==> config.mk <==
export PLATFORM = sky130hd
export DESIGN_NAME = blitter_top
export DESIGN_NICKNAME = d
export VERILOG_FILES = /design/src/source/blit_pkg.sv /design/src/source/blitter_top.sv /design/src/source/blit_nibble_merge.sv /design/src/source/blit_sequencer.sv /design/src/source/blit_reg_decode.sv
export VERILOG_INCLUDE_DIRS = /design/src /design/src/source
export SDC_FILE = /design/constraint.sdc
export NUM_CORES = 1
export LEC_CHECK = 0
export CAP_MARGIN = 10
export CORE_UTILIZATION = 55
export CTS_CLUSTER_DIAMETER = 50
export CTS_CLUSTER_SIZE = 24
export DETAILED_ROUTE_END_ITERATION = 6
export DONT_BUFFER_PORTS = 1
export PLACE_DENSITY = 0.73
export SYNTH_ARGS = -nofsm -noshare
export SYNTH_HDL_FRONTEND = slang
export SYNTH_SLANG_ARGS = --single-unit
==> constraint.sdc <==
create_clock -name clk_49m -period 2.9 [get_ports clk_49m]
set_input_delay 0.435 -clock clk_49m [delete_from_list [all_inputs] [get_ports clk_49m]]
set_output_delay 0.435 -clock clk_49m [all_outputs]
set_load 0.01 [all_outputs]
==> src/source/blit_macros.svh <==
/*
 * Sprite blitter constants
 * Job geometry, address masks and memory address widths shared by the
 * register decode, the sequencer and the merge stage
 */
`ifndef BLIT_MACROS_SVH
`define BLIT_MACROS_SVH

// ========================================
// Job geometry
// ========================================

// A job walks this many rows and this many nibble columns per row
`define BLIT_DIM 16

// Destination step taken after a row's last column
// One step to the next nibble plus 240 to reach the next 256-nibble row
`define BLIT_ROW_SKIP 16'd241

// The two low source bits are dropped at job start
// Bit 0 of the written byte doubles as the copy flag
`define BLIT_SRC_MASK 16'hfffc

// Number of CPU visible blitter registers
`define BLIT_REG_COUNT 4

// ========================================
// Memory address widths
// ========================================

// Byte address into the 32 KB video RAM
`define BLIT_VRAM_AW 15

// Byte address into the sprite ROM
`define BLIT_ROM_AW 15

`endif
==> src/source/blit_pkg.sv <==
/*
 * Sprite blitter types
 * Register and phase encodings, plus the bundles passed between the
 * CPU port, the register decode, the sequencer and the video RAM port
 */
`include "blit_macros.svh"

package blit_pkg;

	// ========================================
	// Encodings
	// ========================================

	// Register offsets as seen on the CPU write port
	typedef enum logic [1:0] {
		REG_DEST_HI = 2'd0,
		REG_DEST_LO = 2'd1,
		REG_SRC_HI  = 2'd2,
		REG_SRC_LO  = 2'd3
	} blit_reg_e;

	// Four phases per nibble, in the order they run
	typedef enum logic [1:0] {
		PH_FETCH   = 2'd0,
		PH_WAIT    = 2'd1,
		PH_MERGE   = 2'd2,
		PH_ADVANCE = 2'd3
	} blit_phase_e;

	// ========================================
	// Bundles
	// ========================================

	// One CPU write cycle to the blitter registers
	typedef struct packed {
		logic       stb;
		blit_reg_e  offset;
		logic [7:0] data;
	} cpu_wr_t;

	// Job as captured on the start write, both addresses count nibbles
	typedef struct packed {
		logic [15:0] src;
		logic [15:0] dest;
		logic        copy;
	} blit_job_t;

	// Video RAM port request, a read whenever we is low
	typedef struct packed {
		logic [`BLIT_VRAM_AW-1:0] addr;
		logic                     we;
		logic [7:0]               wdata;
	} vram_req_t;

endpackage

==> src/source/blitter_top.sv <==
/*
 * Sprite blitter top level
 * Connects the register decode, the nibble sequencer and the merge stage
 * to the CPU write port, the sprite ROM and the video RAM
 */
`timescale 1ns/1ps
`include "blit_macros.svh"

module blitter_top (
	input  logic                    clk_49m,
	input  logic                    reset,
	input  blit_pkg::cpu_wr_t       cpu_wr_i,
	output logic [`BLIT_ROM_AW-1:0] rom_addr_o,
	input  logic [7:0]              rom_data_i,
	output blit_pkg::vram_req_t     vram_req_o,
	input  logic [7:0]              vram_rdata_i,
	output logic                    busy_o
);

	// Decode to sequencer
	logic                     job_start;
	blit_pkg::blit_job_t      job;

	// Sequencer to merge
	logic [`BLIT_VRAM_AW-1:0] vram_addr;
	logic                     src_odd;
	logic                     dest_odd;
	logic                     copy;
	logic                     merge_stb;

	blit_reg_decode blit_reg_decode_i (
		.clk_49m     (clk_49m),
		.reset       (reset),
		.cpu_wr_i    (cpu_wr_i),
		.busy_i      (busy_o),
		.job_start_o (job_start),
		.job_o       (job)
	);

	blit_sequencer blit_sequencer_i (
		.clk_49m     (clk_49m),
		.reset       (reset),
		.job_start_i (job_start),
		.job_i       (job),
		.busy_o      (busy_o),
		.rom_addr_o  (rom_addr_o),
		.vram_addr_o (vram_addr),
		.src_odd_o   (src_odd),
		.dest_odd_o  (dest_odd),
		.copy_o      (copy),
		.merge_stb_o (merge_stb)
	);

	blit_nibble_merge blit_nibble_merge_i (
		.clk_49m      (clk_49m),
		.reset        (reset),
		.merge_stb_i  (merge_stb),
		.vram_addr_i  (vram_addr),
		.src_odd_i    (src_odd),
		.dest_odd_i   (dest_odd),
		.copy_i       (copy),
		.rom_data_i   (rom_data_i),
		.vram_rdata_i (vram_rdata_i),
		.vram_req_o   (vram_req_o)
	);

endmodule

==> src/source/blit_nibble_merge.sv <==
/*
 * Blitter nibble merge
 * Builds the read-modify-write byte from the sprite ROM nibble and the
 * video RAM byte and drives the video RAM request
 */
`timescale 1ns/1ps
`include "blit_macros.svh"

module blit_nibble_merge (
	input  logic                     clk_49m,
	input  logic                     reset,
	input  logic                     merge_stb_i,
	input  logic [`BLIT_VRAM_AW-1:0] vram_addr_i,
	input  logic                     src_odd_i,
	input  logic                     dest_odd_i,
	input  logic                     copy_i,
	input  logic [7:0]               rom_data_i,
	input  logic [7:0]               vram_rdata_i,
	output blit_pkg::vram_req_t      vram_req_o
);

	logic [3:0] src_nib;
	logic [3:0] new_nib;
	logic [7:0] merged;
	logic       we_q;
	logic [7:0] wdata_q;

	// ========================================
	// Merge
	// ========================================

	// Odd source nibbles sit in the low half of the ROM byte
	assign src_nib = src_odd_i ? rom_data_i[3:0] : rom_data_i[7:4];

	// Erase writes zero where the sprite has a pixel
	assign new_nib = copy_i ? src_nib : 4'h0;

	// Odd destination nibbles sit in the high half of the video RAM byte
	assign merged = dest_odd_i ? {new_nib, vram_rdata_i[3:0]}
	                           : {vram_rdata_i[7:4], new_nib};

	// Zero source nibbles are transparent and produce no write
	always_ff @(posedge clk_49m) begin
		if (!reset) begin
			we_q <= 1'b0;
		end else begin
			we_q <= merge_stb_i && (src_nib != 4'h0);
		end
	end

	always_ff @(posedge clk_49m) begin
		if (merge_stb_i) begin
			wdata_q <= merged;
		end
	end

	// ========================================
	// Video RAM request
	// ========================================

	// The sequencer holds the byte address for the whole nibble,
	// so the write reuses the address the read went out on
	always_comb begin
		vram_req_o.addr  = vram_addr_i;
		vram_req_o.we    = we_q;
		vram_req_o.wdata = wdata_q;
	end

endmodule

==> src/source/blit_sequencer.sv <==
/*
 * Blitter nibble sequencer
 * Walks a 16 by 16 nibble job in four phases per nibble and presents
 * the sprite ROM and video RAM byte addresses to the memories
 */
`timescale 1ns/1ps
`include "blit_macros.svh"

module blit_sequencer (
	input  logic                     clk_49m,
	input  logic                     reset,
	input  logic                     job_start_i,
	input  blit_pkg::blit_job_t      job_i,
	output logic                     busy_o,
	output logic [`BLIT_ROM_AW-1:0]  rom_addr_o,
	output logic [`BLIT_VRAM_AW-1:0] vram_addr_o,
	output logic                     src_odd_o,
	output logic                     dest_odd_o,
	output logic                     copy_o,
	output logic                     merge_stb_o
);

	localparam int CNT_W = $clog2(`BLIT_DIM);
	localparam logic [CNT_W-1:0] LAST_IDX = CNT_W'(`BLIT_DIM - 1);

	blit_pkg::blit_phase_e phase;
	logic                  busy_q;
	logic [CNT_W-1:0]      row_q;
	logic [CNT_W-1:0]      col_q;

	// Running nibble addresses of the current job
	logic [15:0]           src_q;
	logic [15:0]           dest_q;
	logic                  copy_q;

	logic                  last_col;
	logic                  last_row;

	assign last_col = (col_q == LAST_IDX);
	assign last_row = (row_q == LAST_IDX);

	// ========================================
	// Phase machine and counters
	// ========================================

	// The decode only pulses job_start when idle
	always_ff @(posedge clk_49m) begin
		if (!reset) begin
			busy_q <= 1'b0;
			phase  <= blit_pkg::PH_FETCH;
			row_q  <= '0;
			col_q  <= '0;
		end else if (job_start_i) begin
			busy_q <= 1'b1;
			phase  <= blit_pkg::PH_FETCH;
			row_q  <= '0;
			col_q  <= '0;
		end else if (busy_q) begin
			case (phase)
				blit_pkg::PH_FETCH: begin
					phase <= blit_pkg::PH_WAIT;
				end
				blit_pkg::PH_WAIT: begin
					phase <= blit_pkg::PH_MERGE;
				end
				blit_pkg::PH_MERGE: begin
					phase <= blit_pkg::PH_ADVANCE;
				end
				blit_pkg::PH_ADVANCE: begin
					phase <= blit_pkg::PH_FETCH;
					if (last_col) begin
						col_q <= '0;
						// The final write goes out on this cycle, so busy can drop here
						if (last_row) begin
							busy_q <= 1'b0;
							row_q  <= '0;
						end else begin
							row_q <= row_q + 1'b1;
						end
					end else begin
						col_q <= col_q + 1'b1;
					end
				end
				default: begin
					phase <= blit_pkg::PH_FETCH;
				end
			endcase
		end
	end

	// ========================================
	// Address path
	// ========================================

	always_ff @(posedge clk_49m) begin
		if (job_start_i) begin
			src_q  <= job_i.src;
			dest_q <= job_i.dest;
			copy_q <= job_i.copy;
		end else if (busy_q) begin
			// Byte addresses and nibble selects stay put until the next fetch
			if (phase == blit_pkg::PH_FETCH) begin
				rom_addr_o  <= src_q[`BLIT_ROM_AW:1];
				vram_addr_o <= dest_q[`BLIT_VRAM_AW:1];
				src_odd_o   <= src_q[0];
				dest_odd_o  <= dest_q[0];
			end
			if (phase == blit_pkg::PH_ADVANCE) begin
				src_q <= src_q + 16'd1;
				// At the row end the destination jumps to the next screen row
				if (last_col) begin
					dest_q <= dest_q + `BLIT_ROW_SKIP;
				end else begin
					dest_q <= dest_q + 16'd1;
				end
			end
		end
	end

	assign busy_o      = busy_q;
	assign copy_o      = copy_q;
	// Both memories have answered by the merge phase
	assign merge_stb_o = busy_q && (phase == blit_pkg::PH_MERGE);

endmodule

==> src/source/blit_reg_decode.sv <==
/*
 * Blitter register decode
 * Holds the four byte registers written by the CPU and issues a job
 * when the source low byte is written while the blitter is idle
 */
`timescale 1ns/1ps
`include "blit_macros.svh"

module blit_reg_decode (
	input  logic                clk_49m,
	input  logic                reset,
	input  blit_pkg::cpu_wr_t   cpu_wr_i,
	input  logic                busy_i,
	output logic                job_start_o,
	output blit_pkg::blit_job_t job_o
);

	// Register file indexed directly by the register offset
	logic [7:0] regs [`BLIT_REG_COUNT];

	// Write strobe aimed at the trigger register
	logic       src_lo_wr;

	assign src_lo_wr = cpu_wr_i.stb && (cpu_wr_i.offset == blit_pkg::REG_SRC_LO);

	// ========================================
	// Register writes
	// ========================================

	// Writes land at any time, a running job keeps its own copy
	always_ff @(posedge clk_49m) begin
		if (!reset) begin
			for (int i = 0; i < `BLIT_REG_COUNT; i++) begin
				regs[i] <= 8'h00;
			end
		end else if (cpu_wr_i.stb) begin
			regs[cpu_wr_i.offset] <= cpu_wr_i.data;
		end
	end

	// ========================================
	// Job issue
	// ========================================

	// A trigger write during a job is ignored apart from the register update
	assign job_start_o = src_lo_wr && !busy_i;

	// The low source byte is taken from the bus since the register is
	// only loaded on the same edge that starts the job
	always_comb begin
		job_o.src  = {regs[blit_pkg::REG_SRC_HI], cpu_wr_i.data} & `BLIT_SRC_MASK;
		job_o.dest = {regs[blit_pkg::REG_DEST_HI], regs[blit_pkg::REG_DEST_LO]};
		// Bit 0 set selects copy, clear selects erase
		job_o.copy = cpu_wr_i.data[0];
	end

endmodule

# Yosys cells after proc, flatten, opt, wreduce, memory -nomap -nowiden

Memory sizes are Yosys's and may differ from the RTL's.
Index checks and enable logic that the tools add are counted.

Word-level logic and storage cells: 68
Memory bits (writable): 32
Flip-flop bits (word level): 85
Output and inout port bits: 40
Bits of input ports: 29
Memory bits (read-only): 0
Bits in latches: 0
Memories: 1

Memory list:

| memory                 | depth | width | read ports | clocked after memory_dff | write ports | RTL line              | source |
|---|---|---|---|---|---|---|---|
| blit_reg_decode_i.regs | 4     | 8     | 3          | 0                        | 4           | blit_reg_decode.sv:19 | `` logic [7:0] regs [`BLIT_REG_COUNT]; `` |

Equality and inequality tests: 6
Add/sub/neg operators: 5
Div/mod/pow operators: 0
$lt $le $gt $ge: 0
Multiplexer cells: 25
Bitwise logic cells: 2
Shift operators: 0
Multipliers: 0
Reductions and logical operators: 15

Operators with widths:

| operator                | number |
|---|---|
| $mux W16                | 7 |
| $add A16 B1 Y16 const B | 2 |
| $add A16 B8 Y16 const B | 1 |
| $mux W4                 | 4 |
| $mux W8                 | 2 |
| $mux W1                 | 10 |
| $add A4 B1 Y4 const B   | 2 |
| $eq A4 B4 Y1 const B    | 2 |
| $pmux W2 S4             | 1 |
| $reduce_or A8 Y1        | 1 |
| $eq A2 B2 Y1 const B    | 3 |
| $reduce_and A3 Y1       | 2 |
| $logic_and A1 B1 Y1     | 4 |
| $reduce_and A2 Y1       | 2 |
| $reduce_bool A2 Y1      | 2 |
| $reduce_bool A4 Y1      | 1 |
| $eq A2 B1 Y1 const B    | 1 |
| $logic_not A2 Y1        | 1 |
| $mux W2                 | 1 |
| $not A1 Y1              | 2 |
| $reduce_or A2 Y1        | 1 |
| $logic_not A1 Y1        | 1 |

# Longest topological paths before layout

Word-level depth: 6
Gate-level depth with buffers: 9
Gate-level depth less buffers: 9

# Hierarchy

Synthesis repeated with hierarchy kept, for this count alone.

Cells, all modules: 442
Area total of the unflattened synthesis: 5236.3 sq um

By module, submodules not included:

| module            | sequential area each (sq um) | area each (sq um) | instances | cells an instance |
|---|---|---|---|---|
| blit_sequencer    | 2172.1                       | 3634.7            | 1         | 313 |
| blit_reg_decode   | 720.7                        | 1026.0            | 1         | 69 |
| blit_nibble_merge | 260.2                        | 575.6             | 1         | 60 |

# Worst setup path before layout

Ideal clock, no wire load.

Kind: reg-to-reg
Start point: register blit_sequencer_i.col_q[0]
End point: register blit_sequencer_i.dest_q[6] (data pin)
Library setup time: 0.261 ns
Period minus slack after synthesis: 2.218 ns
Arrival time: 1.956 ns
Path slack: 0.682 ns
Path buffers: 0
Cell stages (with the launch flop): 10
Required time: 2.639 ns
Cells stage by stage: dfxtp_1 > ha_1 > nand3_2 > inv_1 > ha_1 > and3_2 > a21oi_1 > mux2i_1 > xnor2_1 > o21ai_0

Cells in the longest elaborated chain, start to end: 5

RTL lines:

| what                   | RTL line              | source |
|---|---|---|
| start, declared        | blit_sequencer.sv:29  | `logic [CNT_W-1:0] col_q;` |
| start signal, assigned | blit_sequencer.sv:81  | `col_q <= col_q + 1'b1;` |
| $eq A4 B4 Y1           | blit_sequencer.sv:39  | `assign last_col = (col_q == LAST_IDX);` |
| $mux W16               | blit_sequencer.sv:111 | `if (last_col) begin` |
| $mux W16               | blit_sequencer.sv:108 | `if (phase == blit_pkg::PH_ADVANCE) begin` |
| $mux W16               | blit_sequencer.sv:100 | `end else if (busy_q) begin` |
| $mux W16               | blit_sequencer.sv:96  | `if (job_start_i) begin` |
| end signal, assigned   | blit_sequencer.sv:98  | `dest_q <= job_i.dest;` |
| end signal, assigned   | blit_sequencer.sv:112 | `` dest_q <= dest_q + `BLIT_ROW_SKIP; `` |
| end signal, assigned   | blit_sequencer.sv:114 | `dest_q <= dest_q + 16'd1;` |
| end, declared          | blit_sequencer.sv:33  | `logic [15:0] dest_q;` |

No other way between the ends. The select of a mux whose other input is x is not followed.
A chain may end at the register's enable or synchronous reset.

# Worst setup path in the final report

Start point: register blit_sequencer_i.col_q[0]
End point: register blit_sequencer_i.dest_q[12] (data pin)

The elaborated chain is that of the path after synthesis.

==> run_results.csv <==
group,metric,value,unit
route,wl,9.046,mm
sta,finalSetupViolCount,0,
grt,grt_first_pass_wirelength,14.56,mm
sta,fin_crit_sh,88.94,%
critical_path,path_buf_inv,1,
route,drt_iter0_drc,152,
critical_path,critPathRequiredTime,3100,ps
yosys,netlist_top_cells_area,"edfxtp_1, dfxtp_1, nand2_1, o21ai_0, xor2_1",
yosys,synth-seq-cells,109,
route,drtAntennaViolNets,0,
grt,grt_max_degree,33,
grt,antenna_found_initial,0,
sta,max_freq,387.7,MHz
critical_path,path_delay_family,"adder cells",
pwr,power_density,567.5,nW/um2
finish,nFillCells,655,
clocking,clockRootBuffer,"clkbuf_8",
clocking,cts_made_buffers,9,
finish,area_growth,7.546,%
pwr,total_power,2.935,mW
yosys,synthesis.nets,430,
yosys,synth.distinct_cells,40,
clocking,numClockSinks,109,
critical_path,crit_chain,"ha_1 -> nand3_2 -> inv_1 -> ha_1 -> nand4_1 -> o211ai_1 -> nand4_1 -> xor2_1 -> o21ai_0",
worst_hold_path,min_path_type,"in2reg",
grt,grt_pass1_vias,2913,
route,route.detailed.drc,0,
critical_path,cp_data_arrival_time,2780,ps
place,dpl.hpwl,6.333,mm
route,vias,2984,
clocking,path_clk_slew,100,ps
sta,hold-worst-slack,149.5,ps
clocking,cts_resized,0,
finish,nets,438,
yosys,ys_seq_area_share,65.16,%
critical_path,endpoint_kind,"flop",
yosys,synth_cells,392,
place,port_buffers,0,
pwr,peakVddDrop,0.2485,mV
critical_path,worstSetupPathType,"reg2reg",
job,drv_cap,0,
route,wl_met2,4.425,mm
yosys,ys_warn_count,0,
floorplan,die_h,95.50,um
grt,grt_util_all_layers,21.83,%
critical_path,critPathMaxStageDelay,390,ps
floorplan,core_area,8341,um2
sta,hold_viol,0,
clocking,cts_tree,"yes",
critical_path,crit_fanout,10,
floorplan,num_rows,33,
finish,drive_above_1_share,8.148,%
critical_path,startpoint_type,"flop",
floorplan,ioPinCount,69,
route,viasPerCell,5.851,
clocking,cts-htree-levels,3,
sta,tightest_slew,801.1,ps
critical_path,crit_slowest_cell,"ha_1",
yosys,yosysTopAreaCellShare,59.33,%
grt,overflow,0,
clocking,ctsHoldBuffers,0,
status,outcome,"finished clean",
clocking,cts_buffer_depth,2,
yosys,yosys.area.top_type,"edfxtp_1",
clocking,clk_latency,370,ps
route,wl_met1,3.961,mm
route,wl_per_cell,17.74,um
sta,fin_tns_setup,0,ps
sta,finalClockSkew,14.08,ps
route,wl_met3,468,um
yosys,synth_area_per_cell,12.27,um2
pwr,power.leakage,1.753,nW
yosys,syn_area,4808,um2
sta,rsz0062_at_grt,"false",
finish,insertedDiodeCount,0,
floorplan,start_util,57.65,%
floorplan,die_w,95.50,um
floorplan,die-area,9120,um2
sta,relSlewSlack,46.48,%
sta,slew_viol_final,0,
route,first_pass_iters,4,
clocking,post_cts_buffers,0,
sta,fin_crit,2579,ps
route,routed.top_layer,"met4",
place,gp_congestion,0.9040,
[per-layer routing]
metal | up-vias | global-route usage [%]
met5 | - | 0
met4 | 0 | 10.45
met3 | 14 | 5.104
met2 | 99 | 34.94
met1 | 1435 | 28.02
li1 | 1436 | -
[power by group]
group | switching [mW] | internal [mW]
combinational | 0.0708 | 0.0395
sequential | 0.0414 | 1.76
clock | 0.525 | 0.495
total | 0.637 | 2.30
[cell usage after synthesis (all sizes together)]
cell type and count:
nand2b 4, inv 9, mux2i 2, a21oi 10, ha 9, o31ai 1
a31oi 3, or2b 1, xor2 20, a21o 2, buf 5, nor3 6
nand2 53, nand4b 1, nand3 18, a2bb2oi 1, nand4 12, and2 27
clkbuf 6, a21boi 1, nor2 21, and3 5, dfxtp 14, and4 3
or4b 1, o211ai 4, xnor2 11, mux2 4, nor4 1, nor3b 2
o21ai 36, or3 2, edfxtp 95, a211oi 1, a32o 1
[through the flow]
stage	cells	utilization (%)	worst slack [ps]	cell area (um2)
floorplan	392	-	682.2	4808
finish	510	62.00	320.7	5171
global placement	494	59.35	511.7	4950
global route	510	62.00	136.9	5171
CTS	510	62.00	345.5	5171
detailed placement	494	59.35	353.2	4950
[state kept, by name, summed over array words and instances (netlist names), 2 cells and up]
register                      count
blit_sequencer_i.vram_addr_o     15
blit_reg_decode_i.regs           24
blit_sequencer_i.src_q           16
blit_sequencer_i.col_q            4
blit_nibble_merge_i.wdata_q       8
blit_sequencer_i.phase            2
blit_sequencer_i.dest_q          16
blit_sequencer_i.rom_addr_o      15
blit_sequencer_i.row_q            4
[kinds of logic after synthesis]
family,share of synthesized area [%]
buffers and inverters,1.743
XOR/XNOR,5.647
AO/OA/AOI/OAI,7.208
AND/OR/NAND/NOR,16.55
flip-flops,65.16
adder cells (fa/ha/maj),2.342
multiplexers,1.353
[final cells by class]
type,count,area [um2],area share (%)
multi-input cells,263,1592,30.78
clock buffers,10,127.6,2.468
clock inverters,6,93.84,1.815
inverters,9,33.78,0.6533
repair buffers,8,60.06,1.161
flip-flops and latches,109,3133,60.59
well taps,105,131.4,2.541
[worst paths after layout]
| kind | start | endpoint | slack [ps] | cells past startpoint |
|---|---|---|---|---|
| hold reg to reg | blit_sequencer_i.dest_q[15] | blit_sequencer_i.vram_addr_o[14] | 480 | 0 |
| hold / removal | cpu_wr_i[0] | blit_sequencer_i.copy_o | 150 | 0 |
| setup / recovery | blit_sequencer_i.col_q[0] | blit_sequencer_i.dest_q[12] | 320 | 9 |
| setup reg to reg | blit_sequencer_i.col_q[0] | blit_sequencer_i.dest_q[12] | 320 | 9 |
[layout by cell type (no fill, tap or decap), types with 2 or more instances in the layout]
cell type / instances
and2_1: 27
a21oi_1: 10
o211ai_1: 3
bufinv_16: 2
nor2_1: 21
xor2_1: 20
ha_1: 9
buf_4: 8
a21o_1: 2
nand3_2: 2
edfxtp_1: 95
nand4_1: 12
nand3_1: 16
nand2_1: 53
xnor2_1: 11
dfxtp_1: 14
clkbuf_8: 9
nor3b_1: 2
nand2b_1: 4
and4_1: 3
nor3_1: 6
mux2i_1: 2
or3_1: 2
o21ai_0: 35
mux2_2: 4
and3_1: 4
inv_6: 2
a31oi_1: 3
inv_1: 9
(Power assumes the default switching activity.)
